`src/hdl/biquad_consts.svh`:
```
`ifndef BIQUAD_CONSTS_SVH
`define BIQUAD_CONSTS_SVH

// --------------------------------------------------
// word widths
// --------------------------------------------------
// audio sample in and out
`define BQ_IN_W 24
// parameter word, coefficient and delay-line state
`define BQ_COEF_W 32
// full product and accumulator
`define BQ_ACC_W 64

// coefficients are Q2.30
`define BQ_FRAC 30
// sample sits 8 bits up in the state word, scale is Q2.30, so 30 - 8
`define BQ_SCALE_SHIFT 22

// --------------------------------------------------
// parameter map
// --------------------------------------------------
`define BQ_ADDR_W 3
`define BQ_ADDR_B0 3'd0
`define BQ_ADDR_B1 3'd1
`define BQ_ADDR_B2 3'd2
`define BQ_ADDR_A1 3'd3
`define BQ_ADDR_A2 3'd4
`define BQ_ADDR_SCALE 3'd5
// address 6 is a hole in the map
`define BQ_ADDR_COMMIT 3'd7

// 1.0 in Q2.30, reset value of b0 and scale
`define BQ_ONE 32'sh4000_0000

`endif

```
`src/hdl/biquad_pkg.sv`:
```
`default_nettype none

`include "biquad_consts.svh"

package biquad_pkg;

  typedef logic signed [`BQ_IN_W-1:0]   sample_t;   // audio sample
  typedef logic signed [`BQ_COEF_W-1:0] state_t;    // delay-line word
  typedef logic signed [`BQ_COEF_W-1:0] coef_t;     // Q2.30
  typedef logic signed [`BQ_ACC_W-1:0]  acc_t;      // products and sums
  typedef logic [`BQ_ADDR_W-1:0]        par_addr_t; // parameter address

  // clamp limits of a state word, held in accumulator width
  localparam acc_t STATE_MAX = (acc_t'(1) <<< (`BQ_COEF_W - 1)) - acc_t'(1);
  localparam acc_t STATE_MIN = -STATE_MAX - acc_t'(1);

  // saturate a wide value into a state word
  function automatic state_t sat_state(input acc_t v);
    state_t r;
    if (v > STATE_MAX) begin
      r = state_t'(STATE_MAX); // clip high
    end else if (v < STATE_MIN) begin
      r = state_t'(STATE_MIN); // clip low
    end else begin
      r = state_t'(v);         // in range, low word
    end
    return r;
  endfunction

endpackage

`default_nettype wire

```
`src/hdl/input_scaler.sv`:
```
`timescale 1ns/100ps
`default_nettype none

`include "biquad_consts.svh"

module input_scaler import biquad_pkg::*; (
  input  logic    Clk_CI,
  input  logic    Rst_RBI,
  input  sample_t sample_in,
  input  coef_t   scale,     // Q2.30
  output state_t  x0,        // x[n], combinational
  output state_t  x1,        // x[n-1]
  output state_t  x2         // x[n-2]
);

  sample_t in_q;   // registered input sample
  acc_t    prod;   // 24 x 32, fits with room
  state_t  x1_q;
  state_t  x2_q;

  // --------------------------------------------------
  // input register
  // --------------------------------------------------
  always_ff @(posedge Clk_CI or negedge Rst_RBI) begin
    if (!Rst_RBI) begin
      in_q <= '0; // keeps x0 at 0 during reset
    end else begin
      in_q <= sample_in;
    end
  end

  // scale, then drop to Q.8 inside the state word
  assign prod = acc_t'(in_q) * acc_t'(scale);
  assign x0   = sat_state(prod >>> `BQ_SCALE_SHIFT); // clamps when scale > 1

  // --------------------------------------------------
  // input delay line
  // --------------------------------------------------
  always_ff @(posedge Clk_CI or negedge Rst_RBI) begin
    if (!Rst_RBI) begin
      x1_q <= '0;
      x2_q <= '0;
    end else begin
      x1_q <= x0;   // shifts every edge
      x2_q <= x1_q;
    end
  end

  assign x1 = x1_q;
  assign x2 = x2_q;

  // delay line tracks the scaled sample, one edge behind
  a_x1_follows: assert property (@(posedge Clk_CI) disable iff (!Rst_RBI)
    1'b1 |=> (x1 == $past(x0)))
    else $error("x1 does not hold previous x0");

endmodule

`default_nettype wire

```
`config.mk`:
```
export PLATFORM = sky130hd
export DESIGN_NAME = input_scaler
export DESIGN_NICKNAME = d
export VERILOG_FILES = /design/src/hdl/biquad_pkg.sv /design/src/hdl/input_scaler.sv
export VERILOG_INCLUDE_DIRS = /design/src /design/src/hdl
export SDC_FILE = /design/constraint.sdc
export NUM_CORES = 2
export LEC_CHECK = 0
export ABC_AREA = 0
export BUFFER_PORTS_ARGS = -buffer_cell sky130_fd_sc_hd__buf_2
export CAP_MARGIN = 40
export CELL_PAD_IN_SITES_DETAIL_PLACEMENT = 1
export CELL_PAD_IN_SITES_GLOBAL_PLACEMENT = 1
export CORE_MARGIN = 2
export CORE_UTILIZATION = 45
export CTS_CLUSTER_DIAMETER = 60
export DETAILED_ROUTE_END_ITERATION = 8
export HOLD_SLACK_MARGIN = 0.1
export PLACE_DENSITY_LB_ADDON = 0.1
export SLEW_MARGIN = 10
export SYNTH_ARGS = -nofsm -noshare
export SYNTH_HDL_FRONTEND = slang
export SYNTH_SLANG_ARGS = --single-unit
```
`constraint.sdc`:
```
create_clock -name Clk_CI -period 11.7 [get_ports Clk_CI]
set_clock_uncertainty 0.2 [all_clocks]
set_input_delay 2.34 -clock Clk_CI [delete_from_list [all_inputs] [get_ports Clk_CI]]
set_output_delay 2.34 -clock Clk_CI [all_outputs]
set_load 0.005 [all_outputs]
```
# Word-level counts from Yosys, hierarchy flattened
# Cells that the tools add are included.
# op_classes
muxes	2
mul	1
n_lt_le_gt_ge	2
# ops
op	count
$mux W32	2
$mul A24 B32 Y56	1
$gt A34 B32 Y1 const B	1
$lt A34 B32 Y1 const B	1
# word_totals
output_inout_bits	96
register_bits	88
input_bits	58
elab_cells	8

# Depth between registers and ports, before layout
# logic_depth
depth_word	4
mapped_depth	29

# Worst setup path before layout
# OpenSTA, ideal clock, no wires.
# synth_timing
path_kind	input port to output port
startpoint	input scale[31]
endpoint	output x0[10]
arrival_time_ps	9462
required_ps	9160
path_slack_ps	-302
stages	24
n_path_buf	2
cell_sequence	clkbuf_1 nand2_1 inv_1 fa_1 fa_1 inv_1 fa_1 inv_1 fa_1 fa_1 fa_1 fa_1 ha_1 a21o_1 a21o_1 a21o_1 a2111o_1 nand2_1 nor3_1 or3b_4 xnor2_2 o21a_4 buf_12 o21ai_2
# synth_between
elab_chain_cells	4
elab_cells_between_ends	5
cone_classes	mul: 1; order compare: 2; mux: 2
# synth_lines
element	line	source
from (decl)	input_scaler.sv:10	input coef_t scale,
$mul A24 B32 Y56 *	input_scaler.sv:33	assign prod = acc_t'(in_q) * acc_t'(scale);
$lt A34 B32 Y1	biquad_pkg.sv:22	end else if (v < STATE_MIN) begin
$mux W32	biquad_pkg.sv:22	
$mux W32 *	biquad_pkg.sv:20	if (v > STATE_MAX) begin
to (decl)	input_scaler.sv:11	output state_t x0,
# Every way passes the cells marked *; elsewhere a longest branch is shown, timed or not.

# Worst setup path in the final report
# layout_timing
startpoint	input scale[22]
endpoint	output x0[4]
# Same word-level chain as after synthesis.

==> implementation parameters <==
Parameter                              Value

Setup path
  CP arrival    approximately 9.5 ns
  Count of buffering cells on the critical path with inverters included    9
  Slack of the worst reg-to-reg path    0.74 ns
  Worst-path fanout max    17
  Critical Path End Type    primary output
  Most numerous cell on the critical path    sky130_fd_sc_hd__fa_1
  Crit Path Category    in -> out
  Critical Path Start Type    input pin
  Cell family with the largest share of critical-path delay    adder cells
  Crit-path slowest cell    sky130_fd_sc_hd__fa_1
  Data required, critical path    between 9 and 10 ns
  Biggest cell delay along the critical path    between 0.5 and 0.6 ns

Routing
  Via count    approximately 22000
  Vias per std cell    around 5.1
  Antenna Nets Post-Route    0
  Post-Route WL    around 98000 um
  Iteration count of the initial detailed-routing pass    5
  Drt initial violations    between 900 and 1000
  Residual DRC    0
  Routed wirelength normalized by instance count    22.4 um

Synthesis
  Main flop type after synthesis    sky130_fd_sc_hd__dfrtp_1
  Post-synthesis net count    a little over 4000
  Post-synthesis sequential element count    88
  Number of enable flip-flop cells after synthesis    0
  Synthesized area per cell    between 9 and 10 um2
  Synth Warn #    0
  Dominant cell type by area after synthesis    sky130_fd_sc_hd__fa_1
  Post-synth ARST share    100%
  Top cell type's share of synthesized area    53.5%
  Most frequently used cell type in the post-synthesis netlist    sky130_fd_sc_hd__fa_1
  Portion of the post-synthesis area used by sequential elements    around 7.5%
  Most frequent cells after synthesis    782 x sky130_fd_sc_hd__fa_1, 768 x sky130_fd_sc_hd__inv_1, 422 x sky130_fd_sc_hd__nand2_1, 356 x sky130_fd_sc_hd__and2_1, 146 x sky130_fd_sc_hd__ha_1
  Number of unique standard cell types used by synthesis    60
  Synthesized netlist cell count    3053
  Top post-synthesis cells by area    sky130_fd_sc_hd__fa_1 53%, sky130_fd_sc_hd__inv_1 9.8%, sky130_fd_sc_hd__and2_1 7.6%
  Syn Std Cell Area    ~0.03 mm2

CTS
  Maximum count of clock buffers along a single path    2
  TritonCTS clock tree    yes
  Reg clk slew, reported paths    0.09 ns
  TritonCTS sink count    between 80 and 90
  CTS H-tree lvls    3
  Number of buffers created by CTS    9
  Clock latency on the worst-skew pair    around 0.4 ns
  CTS Root Cell    sky130_fd_sc_hd__clkbuf_16

Placement
  Total half-perimeter wirelength after legalization and detailed placement    roughly 79000 um
  Count of input and output buffers    roughly 150
  Final weighted congestion in routability-driven placement    ~0.92

Finish
  Fraction of final layout cells with drive strength greater than 1    a little under a quarter
  ANT cells    0
  Final core utilization    55.8%
  Area Growth Syn to Fin    22.6%
  Nets@finish    4515

Die
  Placeable Area    about 0.064 mm2
  Placement row count    slightly above 90
  Starting density of the core    45.5%
  Die W    roughly 260 um
  Count of pins on the block boundary    154
  Die area    approximately 0.067 mm2
  DIE HEIGHT    259 um

Global route
  Number of global-route vias before repair    27100
  Pin count of the biggest net entering global routing    58
  Number of antenna violations at the first check in global routing    3
  First-pass GRT wire length    about 150000 um
  Leftover overflow at the end of global routing    0
  Total routing usage reported by global routing    30.4%

Run status
  Violated checks    setup timing
  Run status    finished with violations

STA
  Worst slew margin relative to its limit    roughly 39%
  Final Hold Vio Count    0
  Number of setup violations in the final report    32
  Final number of max-transition violations    0
  Slew at the pin with the worst max-slew slack    about 0.92 ns
  Setup ws final    -0.346 ns
  Time the final worst path needs with I/O delays and setup    about 12 ns
  Fraction of the cycle the final worst path needs    103%
  Setup repair after global routing missed its margin    true
  Maximum achievable frequency    83.0 MHz

Min path
  Class of the tightest hold or removal check    reg -> reg

Job
  Max cap viols    0
[cell type report]
type | count | area (um2)
Multi-Input combinational cell | 2046 | 24300
Timing Repair Buffer | 615 | 5090
Inverter | 769 | 2890
Sequential cell | 88 | 2210
Tap cell | 855 | 1070
Clock buffer | 9 | 225
Clock inverter | 7 | 70.1
Fill cell | 7264 | 28500
[kinds of logic (layout without fill, tap and decap cells)]
logic type | after synthesis | in the layout | share of synthesized area, %
muxes | 1 | 1 | 0.0385
and+or+nand+nor | 884 | 884 | 14.8
adders and majority gates | 928 | 928 | 59.7
buffers and inverters | 919 | 1400 | 12.1
xor gates and xnor gates | 47 | 47 | 1.43
AOI/OAI and AO/OA | 186 | 186 | 4.36
DFF | 88 | 88 | 7.52
[final timing paths]
| check | start | end | depth (start not counted) |
|---|---|---|---|
| min in group asynchronous | Rst_RBI | x2[3]$_DFF_PN0_ | 1 |
| worst max register to register | in_q[3]$_DFF_PN0_ | x1[1]$_DFF_PN0_ | 53 |
| worst min-delay path | x1[11]$_DFF_PN0_ | x2[11]$_DFF_PN0_ | 0 |
| max in group asynchronous | Rst_RBI | x2[29]$_DFF_PN0_ | 2 |
| worst max-delay path | scale[22] | x0[4] | 28 |
| worst min register to register | x1[11]$_DFF_PN0_ | x2[11]$_DFF_PN0_ | 0 |
[flip-flops by register name (all words and copies together), names as in the netlist]
register and count:
x1 32, in_q 24, x2 32
[per-layer routing]
layer  wire [um]  up-vias  GRT usage (%)
li1            -     9664              -
met1       39000    12100           37.5
met2       52200      464           54.8
met3        3900      167           4.09
met4        3080        0           10.1
met5           0        -              0
[per-stage QoR]
step           hold WS, ns  area [um2]  worst slack, ns  setup TNS, ns  instances
2_1_floorplan        0.176       29300           0.0111              0       3053
3_3_place_gp         0.151       33200           -0.641         -13.52       4242
5_1_grt              0.189       35900           -0.518         -15.04       4389
3_5_place_dp         0.154       33400           -0.636         -17.78       4248
6_report             0.179       35900           -0.346          -8.46       4389
4_1_cts              0.176       35200           -0.171          -4.74       4356
[worst reg2reg max path, delay by kind of cell, from the launching register on]
kind,cells,cell delay (ns)
flip-flops,1,0.33
adder cells (fa/ha/maj),8,3.84
XOR/XNOR,1,0.17
AND/OR/NAND/NOR,5,0.81
buffers and inverters,34,4.41
AO/OA/AOI/OAI,5,1.10
[cells in the final DEF (no fill, tap or decap), drive strengths merged, types with 2 or more instances in the layout]
cell,netlist,routed
fa,782,782
nor3,7,7
a221o,2,2
nand3,15,15
inv,768,772
clkinv,1,2
o21bai,9,9
clkbuf,136,13
dfrtp,88,88
xnor2,32,32
nor4,5,5
nor2b,2,2
and2,356,356
o211ai,4,4
a211oi,7,7
nor2,51,51
nand2b,6,6
o21ai,57,57
xor2,15,15
and3,4,4
ha,146,146
nand2,422,422
o31ai,2,2
nand4,10,10
clkinvlp,0,2
a21boi,3,3
a21oi,51,51
nand4b,2,2
a21o,28,28
a31oi,6,6
buf,14,611
o21a,4,4
[repair_timing]
action,in CTS,in global routing
buffers inserted,93,40
cloned,1,3
hold buffers,0,0
endpoints found under the setup margin,31,34
resized for setup,188,108
pin swaps,113,56
Power is not shown: default switching activity piles up to over one toggle a cycle in this logic, so the estimate is an artifact.
