[src/hdl/biquad_consts.svh]
`ifndef BIQUAD_CONSTS_SVH
`define BIQUAD_CONSTS_SVH

// --------------------------------------------------
// word widths
// --------------------------------------------------
// audio sample in and out
`define BQ_IN_W 24
// parameter word, coefficient and delay-line state
`define BQ_COEF_W 32
// full product and accumulator
`define BQ_ACC_W 64

// coefficients are Q2.30
`define BQ_FRAC 30
// sample sits 8 bits up in the state word, scale is Q2.30, so 30 - 8
`define BQ_SCALE_SHIFT 22

// --------------------------------------------------
// parameter map
// --------------------------------------------------
`define BQ_ADDR_W 3
`define BQ_ADDR_B0 3'd0
`define BQ_ADDR_B1 3'd1
`define BQ_ADDR_B2 3'd2
`define BQ_ADDR_A1 3'd3
`define BQ_ADDR_A2 3'd4
`define BQ_ADDR_SCALE 3'd5
// address 6 is a hole in the map
`define BQ_ADDR_COMMIT 3'd7

// 1.0 in Q2.30, reset value of b0 and scale
`define BQ_ONE 32'sh4000_0000

`endif

[src/hdl/biquad_pkg.sv]
`default_nettype none

`include "biquad_consts.svh"

package biquad_pkg;

  typedef logic signed [`BQ_IN_W-1:0]   sample_t;   // audio sample
  typedef logic signed [`BQ_COEF_W-1:0] state_t;    // delay-line word
  typedef logic signed [`BQ_COEF_W-1:0] coef_t;     // Q2.30
  typedef logic signed [`BQ_ACC_W-1:0]  acc_t;      // products and sums
  typedef logic [`BQ_ADDR_W-1:0]        par_addr_t; // parameter address

  // clamp limits of a state word, held in accumulator width
  localparam acc_t STATE_MAX = (acc_t'(1) <<< (`BQ_COEF_W - 1)) - acc_t'(1);
  localparam acc_t STATE_MIN = -STATE_MAX - acc_t'(1);

  // saturate a wide value into a state word
  function automatic state_t sat_state(input acc_t v);
    state_t r;
    if (v > STATE_MAX) begin
      r = state_t'(STATE_MAX); // clip high
    end else if (v < STATE_MIN) begin
      r = state_t'(STATE_MIN); // clip low
    end else begin
      r = state_t'(v);         // in range, low word
    end
    return r;
  endfunction

endpackage

`default_nettype wire

[src/hdl/coef_if.sv]
`timescale 1ns/100ps
`default_nettype none

// active coefficient set, bank to datapath
interface coef_if import biquad_pkg::*; ();

  coef_t b0; // feed-forward, current input
  coef_t b1; // feed-forward, x[n-1]
  coef_t b2; // feed-forward, x[n-2]
  coef_t a1; // feedback, y[n-1]
  coef_t a2; // feedback, y[n-2]

  // register side
  modport bank (
    output b0, b1, b2, a1, a2
  );

  // datapath side
  modport core (
    input b0, b1, b2, a1, a2
  );

endinterface

`default_nettype wire

[src/hdl/coef_bank.sv]
`timescale 1ns/100ps
`default_nettype none

`include "biquad_consts.svh"

module coef_bank import biquad_pkg::*; (
  input  logic      Clk_CI,
  input  logic      Rst_RBI,
  input  logic      wr_en,  // one write per edge
  input  par_addr_t addr,
  input  coef_t     par_in,
  output coef_t     scale,  // active input scale
  coef_if.bank      coefs   // active filter set
);

  localparam int NPAR = 6; // b0 b1 b2 a1 a2 scale

  // reset value per address, passthrough set
  function automatic coef_t par_default(input int unsigned a);
    coef_t v;
    if (a == `BQ_ADDR_B0 || a == `BQ_ADDR_SCALE) begin
      v = `BQ_ONE;
    end else begin
      v = '0;
    end
    return v;
  endfunction

  coef_t [0:NPAR-1] stage_q; // software side
  coef_t [0:NPAR-1] act_q;   // filter side
  logic             commit;

  assign commit = wr_en && (addr == `BQ_ADDR_COMMIT); // data word ignored

  // --------------------------------------------------
  // staged registers
  // --------------------------------------------------
  always_ff @(posedge Clk_CI or negedge Rst_RBI) begin
    if (!Rst_RBI) begin
      for (int i = 0; i < NPAR; i++) begin
        stage_q[i] <= par_default(i);
      end
    end else if (wr_en) begin
      for (int i = 0; i < NPAR; i++) begin
        if (addr == par_addr_t'(i)) begin
          stage_q[i] <= par_in; // commit and hole never match
        end
      end
    end
  end

  // --------------------------------------------------
  // active registers, all six move on one edge
  // --------------------------------------------------
  always_ff @(posedge Clk_CI or negedge Rst_RBI) begin
    if (!Rst_RBI) begin
      for (int i = 0; i < NPAR; i++) begin
        act_q[i] <= par_default(i);
      end
    end else if (commit) begin
      act_q <= stage_q; // staged values before this edge's write
    end
  end

  assign coefs.b0 = act_q[`BQ_ADDR_B0];
  assign coefs.b1 = act_q[`BQ_ADDR_B1];
  assign coefs.b2 = act_q[`BQ_ADDR_B2];
  assign coefs.a1 = act_q[`BQ_ADDR_A1];
  assign coefs.a2 = act_q[`BQ_ADDR_A2];
  assign scale    = act_q[`BQ_ADDR_SCALE];

  // --------------------------------------------------
  // checks
  // --------------------------------------------------
  // address 6 has no register behind it
  a_no_hole_wr: assert property (@(posedge Clk_CI) disable iff (!Rst_RBI)
    wr_en |-> (addr != par_addr_t'(6)))
    else $error("write to unused parameter address 6");

  // datapath never sees a half-updated set
  a_act_stable: assert property (@(posedge Clk_CI) disable iff (!Rst_RBI)
    !commit |=> $stable(act_q))
    else $error("active coefficients changed without commit");

endmodule

`default_nettype wire

[src/flat_wrapper.sv]
// flat-port wrapper written by rule: the top's interface ports become plain ports
module coef_bank_flat import biquad_pkg::*;
  (Clk_CI, Rst_RBI, wr_en, addr, par_in, scale, coefs_b0, coefs_b1, coefs_b2, coefs_a1, coefs_a2);
  coef_if coefs_i ();
  input  logic Clk_CI;
  input  logic Rst_RBI;
  input  logic wr_en;
  input  par_addr_t addr;
  input  coef_t par_in;
  output coef_t scale;
  output wire logic [$bits(coefs_i.b0)-1:0] coefs_b0;
  output wire logic [$bits(coefs_i.b1)-1:0] coefs_b1;
  output wire logic [$bits(coefs_i.b2)-1:0] coefs_b2;
  output wire logic [$bits(coefs_i.a1)-1:0] coefs_a1;
  output wire logic [$bits(coefs_i.a2)-1:0] coefs_a2;
  assign coefs_b0 = coefs_i.b0;
  assign coefs_b1 = coefs_i.b1;
  assign coefs_b2 = coefs_i.b2;
  assign coefs_a1 = coefs_i.a1;
  assign coefs_a2 = coefs_i.a2;
  coef_bank u_core (.Clk_CI(Clk_CI), .Rst_RBI(Rst_RBI), .wr_en(wr_en), .addr(addr), .par_in(par_in), .scale(scale), .coefs(coefs_i));
endmodule
[config.mk]
export PLATFORM = sky130hd
export DESIGN_NAME = coef_bank_flat
export DESIGN_NICKNAME = d
export VERILOG_FILES = /design/src/hdl/biquad_pkg.sv /design/src/hdl/coef_if.sv /design/src/hdl/coef_bank.sv /design/src/flat_wrapper.sv
export VERILOG_INCLUDE_DIRS = /design/src /design/src/hdl
export SDC_FILE = /design/constraint.sdc
export NUM_CORES = 1
export LEC_CHECK = 0
export BUFFER_PORTS_ARGS = -buffer_cell sky130_fd_sc_hd__buf_4
export CELL_PAD_IN_SITES_DETAIL_PLACEMENT = 0
export CELL_PAD_IN_SITES_GLOBAL_PLACEMENT = 1
export CORE_UTILIZATION = 48
export DETAILED_ROUTE_END_ITERATION = 8
export GPL_TIMING_DRIVEN = 0
export PLACE_DENSITY = 0.87
export SLEW_MARGIN = 20
export SYNTH_ARGS = -nofsm -noshare
export SYNTH_HDL_FRONTEND = slang
export SYNTH_SLANG_ARGS = --single-unit
[constraint.sdc]
create_clock -name Clk_CI -period 1 [get_ports Clk_CI]
set_input_delay 0.1 -clock Clk_CI [delete_from_list [all_inputs] [get_ports Clk_CI]]
set_output_delay 0.1 -clock Clk_CI [all_outputs]
set_load 0.005 [all_outputs]
=== Word level (Yosys, flattened, before mapping) ===
Index checks and enable logic that the tools add are counted.

* Register bits after elaboration: 384
* Input bits: 38
* Output and inout port bits: 192

* Equal/unequal tests: 6
* Reduce and logical (&&, ||, !) cells: 8

{| class="wikitable"
|+ Operator list
! operator !! count
|-
| AND reduction 2 bit || 6
|-
| == test 3 bit, second input constant || 3
|-
| == test 3 x 2 -> 1 bit, second input constant || 2
|-
| == test 3 x 1 -> 1 bit, second input constant || 1
|-
| zero test 3 bit || 1
|-
| logical AND 1 bit || 1
|}

=== Logic depth before layout (Yosys ltp) ===
* Word-level depth: 2
* Depth in mapped cells: 5

=== Worst setup path before layout ===
OpenSTA, ideal clock, no wires.

* Kind: input to register
* Start: input port addr[0]
* End: register u_core.stage_q[100] in the netlist's numbering
* Setup time: 125 ps
* Arrival time: 1161 ps
* Required time: 875 ps
* Setup slack: -286 ps
* Stages on the path: 5
* Cells stage by stage: buf_2 -> nor4bb_1 -> buf_2 -> buf_8 -> mux2_2

* Word-level cells in the longest chain between the ends: 2

{| class="wikitable"
|+ Ends and longest elaborated chain
! element !! RTL line !! source
|-
| from (decl) || flat_wrapper.sv:8 || <nowiki>input par_addr_t addr;</nowiki>
|-
| == test 3 x 2 -> 1 bit || coef_bank.sv:45 || <nowiki>if (addr == par_addr_t'(i)) begin</nowiki>
|-
| AND reduction 2 bit (no source line) || - ||
|-
| to (signal, indexed assignment) || coef_bank.sv:41 || <nowiki>stage_q[i] <= par_default(i);</nowiki>
|-
| to (signal, indexed assignment) || coef_bank.sv:46 || <nowiki>stage_q[i] <= par_in;</nowiki>
|-
| to (decl) || coef_bank.sv:29 || <nowiki>coef_t [0:NPAR-1] stage_q;</nowiki>
|}

Every way passes these cells.
A chain may end at the register's enable or synchronous reset.

=== Final worst setup path ===
* Start: register u_core.act_q, in the netlist u_core.scale[30]
* End: output port scale[30]

{| class="wikitable"
|+ RTL lines
! element !! RTL line !! source
|-
| from (decl) || coef_bank.sv:30 || <nowiki>coef_t [0:NPAR-1] act_q;</nowiki>
|-
| from (signal, indexed assignment) || coef_bank.sv:58 || <nowiki>act_q[i] <= par_default(i);</nowiki>
|-
| from (signal assigned) || coef_bank.sv:61 || <nowiki>act_q <= stage_q;</nowiki>
|-
| to (decl) || flat_wrapper.sv:10 || <nowiki>output coef_t scale;</nowiki>
|}

No word-level cell between the ends.

==> impl_metrics.csv <==
group,metric,value,unit
cts,clk_pin_slew,0.06,ns
min_path,hp-class,"in -> async",
cts,htreeDepth,2,
logic_synthesis,synth_seq_cells,384,
run,maxCapViolations,0,
timing,finalHoldViolCount,285,
timing,worst_slack,-0.2726,ns
floorplan,fp.dieArea,31330,µm²
logic_synthesis,ys.flop_type,"dfrtp_1",
final_layout,fin_nets,1328,
floorplan,die_w,177.0,µm
critical_path,worstReg2RegStart,"u_core.coefs.b2[17]",
critical_path,reg2reg_slack,-0.07,ns
power_and_ir_drop,p_per_area,2626,nW/µm²
status,violations,"hold timing, setup timing",
global_route,groute.layer.met1.usage,31.92,%
logic_synthesis,synth_edf_count,0,
critical_path,worstSetupEndpoint,"scale[30]",
floorplan,start_util,49.21,%
critical_path,worstPathCellList,"buf_6",
cts,cts_tree,"done",
place,portBuffers,228,
cts,hold_buffers,32,
timing,max_freq,0.7858,GHz
critical_path,crit_buf_inv,1,
timing,tightest_slew,0.5080,ns
logic_synthesis,yosysMostFrequentCell,"dfrtp_1",
global_route,grt_max_degree,100,
logic_synthesis,synthTopCellsByCount,"dfrtp_1 (380), mux2_2 (173), mux2_1 (131)",
critical_path,crit_fanout,2,
critical_path,startpoint_type,"flip-flop",
place,hpwl,21860,µm
cts,cts_buffers,40,
routing,via_per_inst,5.111,
critical_path,crit_path_top_delay_cell,"dfstp_2",
critical_path,end_kind,"output port",
routing,drt-initial-drc-count,433,
final_layout,fillCellCount,1680,
timing,fin_crit,1.273,ns
place,routabilityCongestion,0.7637,
logic_synthesis,yosysSeqAreaShare,65.39,%
cts,clock_sinks,384,
timing,hold_ws,-0.5361,ns
critical_path,r2r_end,"u_core.coefs.b2[17]",
logic_synthesis,postSynthCellCount,818,
global_route,antenna_found_initial,0,
floorplan,core-area,29870,µm²
logic_synthesis,synthDistinctLibCells,14,
status,outcome,"complete, but fails checks",
place,pre_cts_slack,-0.5299,ns
cts,clockRootBuffer,"clkbuf_16",
critical_path,worstPathArrival,1.17,ns
critical_path,r2r_cells,3,
power_and_ir_drop,leakagePower,10.89,nW
final_layout,area_growth,46.97,%
global_route,grt_pass1_vias,9400,
routing,drcViolationCount,0,
timing,post-route-period-util,127.3,%
logic_synthesis,ys_warn_count,0,
global_route,grt_first_pass_wirelength,56080,µm
routing,vias,8724,
logic_synthesis,synth.area.top_cells,"dfrtp_1 (65%), mux2_2 (13%), mux2_1 (10%), mux2_4 (8.2%), buf_6 (1.3%)",
final_layout,diodes,0,
global_route,grt_overflow,0,
final_layout,regArea,9614,µm²
floorplan,io_pins,230,
logic_synthesis,syn-num-nets,856,
timing,rsz0062_at_grt,"yes",
routing,drtAntennaViolNets,0,
global_route,use_met2,37.76,%
global_route,grt_use_total,23.69,%
power_and_ir_drop,peakVddDrop,1682,µV
logic_synthesis,netlist_area,14700,µm²
cts,cts.path.max_buffers,3,
timing,timing.slew.headroom,66.13,%
critical_path,crit_required,0.90,ns
logic_synthesis,synth_area_per_cell,17.97,µm²
floorplan,die_y,177.0,µm
timing,setup_viol_count_final,212,
routing,wl_per_cell,21.51,µm
global_route,busiest_layer,"met2",
timing,skew,0.009240,ns
global_route,grt_util_met3,5.477,%
routing,first_pass_iters,4,
critical_path,criticalPathCategory,"reg -> out",
timing,slew_violations,0,
logic_synthesis,synth_top_area_cell,"dfrtp_1",
logic_synthesis,synthArstFlopShare,100.0,%
routing,drt_wl_total,36720,µm
timing,tns,-27.55,ns
critical_path,crit_start,"u_core.scale[30]",
logic_synthesis,synth_top_area_share,64.68,%
critical_path,slowest_delay,0.55,ns
critical_path,crit_family,"flip-flops",
final_layout,multiInputGateArea,5459,µm²
cts,clock_latency,0.52,ns
critical_path,cp_num_cells,1,
final_layout,drive_gt1_share,66.74,%
floorplan,rows,63,
repair_timing:
| item | 4_1_cts | 5_1_grt |
|---|---|---|
| setup buffers | 115 | 51 |
| endpoints found under the hold margin | 477 | 221 |
| setup endpoints to repair | 192 | 221 |
| resized for setup | 192 | 10 |
| pin swaps | 0 | 1 |
through the flow:
stage	std cells	cell area (µm²)	hold WS (ns)	power (mW)	util (%)
after floorplan	818	15640	-0.1956	28.95	-
after global placement	1436	17840	0.3917	35.22	59.73
after detailed placement	1440	17960	0.01844	35.75	60.12
after CTS	1656	21190	-0.5304	55.55	70.92
after global routing	1707	21610	-0.5213	59.19	72.33
final	1707	21610	-0.5361	56.75	72.33
power breakdown:
group | leakage, nW | internal (mW) | switching, mW | total [mW]
clock network | 0.654 | 8.98 | 6.02 | 15.0
registers | 4.66 | 20.1 | 3.39 | 23.5
logic | 5.58 | 13.5 | 4.75 | 18.2
total | 10.9 | 42.6 | 14.2 | 56.8
worst min path at each step:
stage / start / to / slack (ns) / cells past startpoint
global placement: par_in[30] / u_core.stage_q[190] / 0.39 / 2
global route: Rst_RBI / u_core.coefs.b2[14] / -0.52 / 1
finish: Rst_RBI / u_core.coefs.b2[14] / -0.54 / 1
CTS: Rst_RBI / u_core.stage_q[177] / -0.53 / 1
detailed placement: Rst_RBI / u_core.coefs.b2[15] / 0.02 / 1
floorplan: Rst_RBI / u_core.coefs.a1[0] / -0.20 / 0
layout by cell type, fill, tap and decap left out:
cell,instances
and4bb_1,1
buf_16,4
buf_4,196
buf_6,212
buf_8,29
bufinv_16,3
clkbuf_1,9
clkbuf_16,41
clkbuf_8,9
clkinv_2,4
dfrtp_1,380
dfstp_2,4
dlygate4sd3_1,32
inv_6,2
inv_8,1
mux2_1,11
mux2_2,92
mux2_4,281
nand4_1,1
nand4b_1,2
nor4b_4,1
nor4bb_1,2
cell families (layout without fill, tap and decap cells):
family	Yosys count	in the layout	share of synthesized area, %
DFF	384	384	65.39
buffers and inverters	43	542	2.612
muxes	384	384	31.45
and+or+nand+nor	7	7	0.5447
cell type report:
type	instances	area share, %
Buffer	43	2.640
Clock buffer	59	5.478
Clock inverter	10	0.6427
Multi-Input combinational cell	391	25.26
Sequential cell	384	44.49
Tap cell	390	2.258
Timing Repair Buffer	430	19.22
flip-flops by register name, summed over array words and instances, names as in the netlist:
signal / cells
u_core.scale: 32
u_core.coefs.b1: 32
u_core.coefs.b0: 32
u_core.coefs.a1: 32
u_core.coefs.b2: 32
u_core.stage_q: 192
u_core.coefs.a2: 32
per-layer routing:
layer / vias to the layer above / part of all wire (%)
met4: 0 / 3.3
li1: 3827 / -
met1: 4568 / 43
met3: 79 / 5.6
met5: - / 0
met2: 250 / 48
Note: power is estimated with default switching activity, not from simulation.
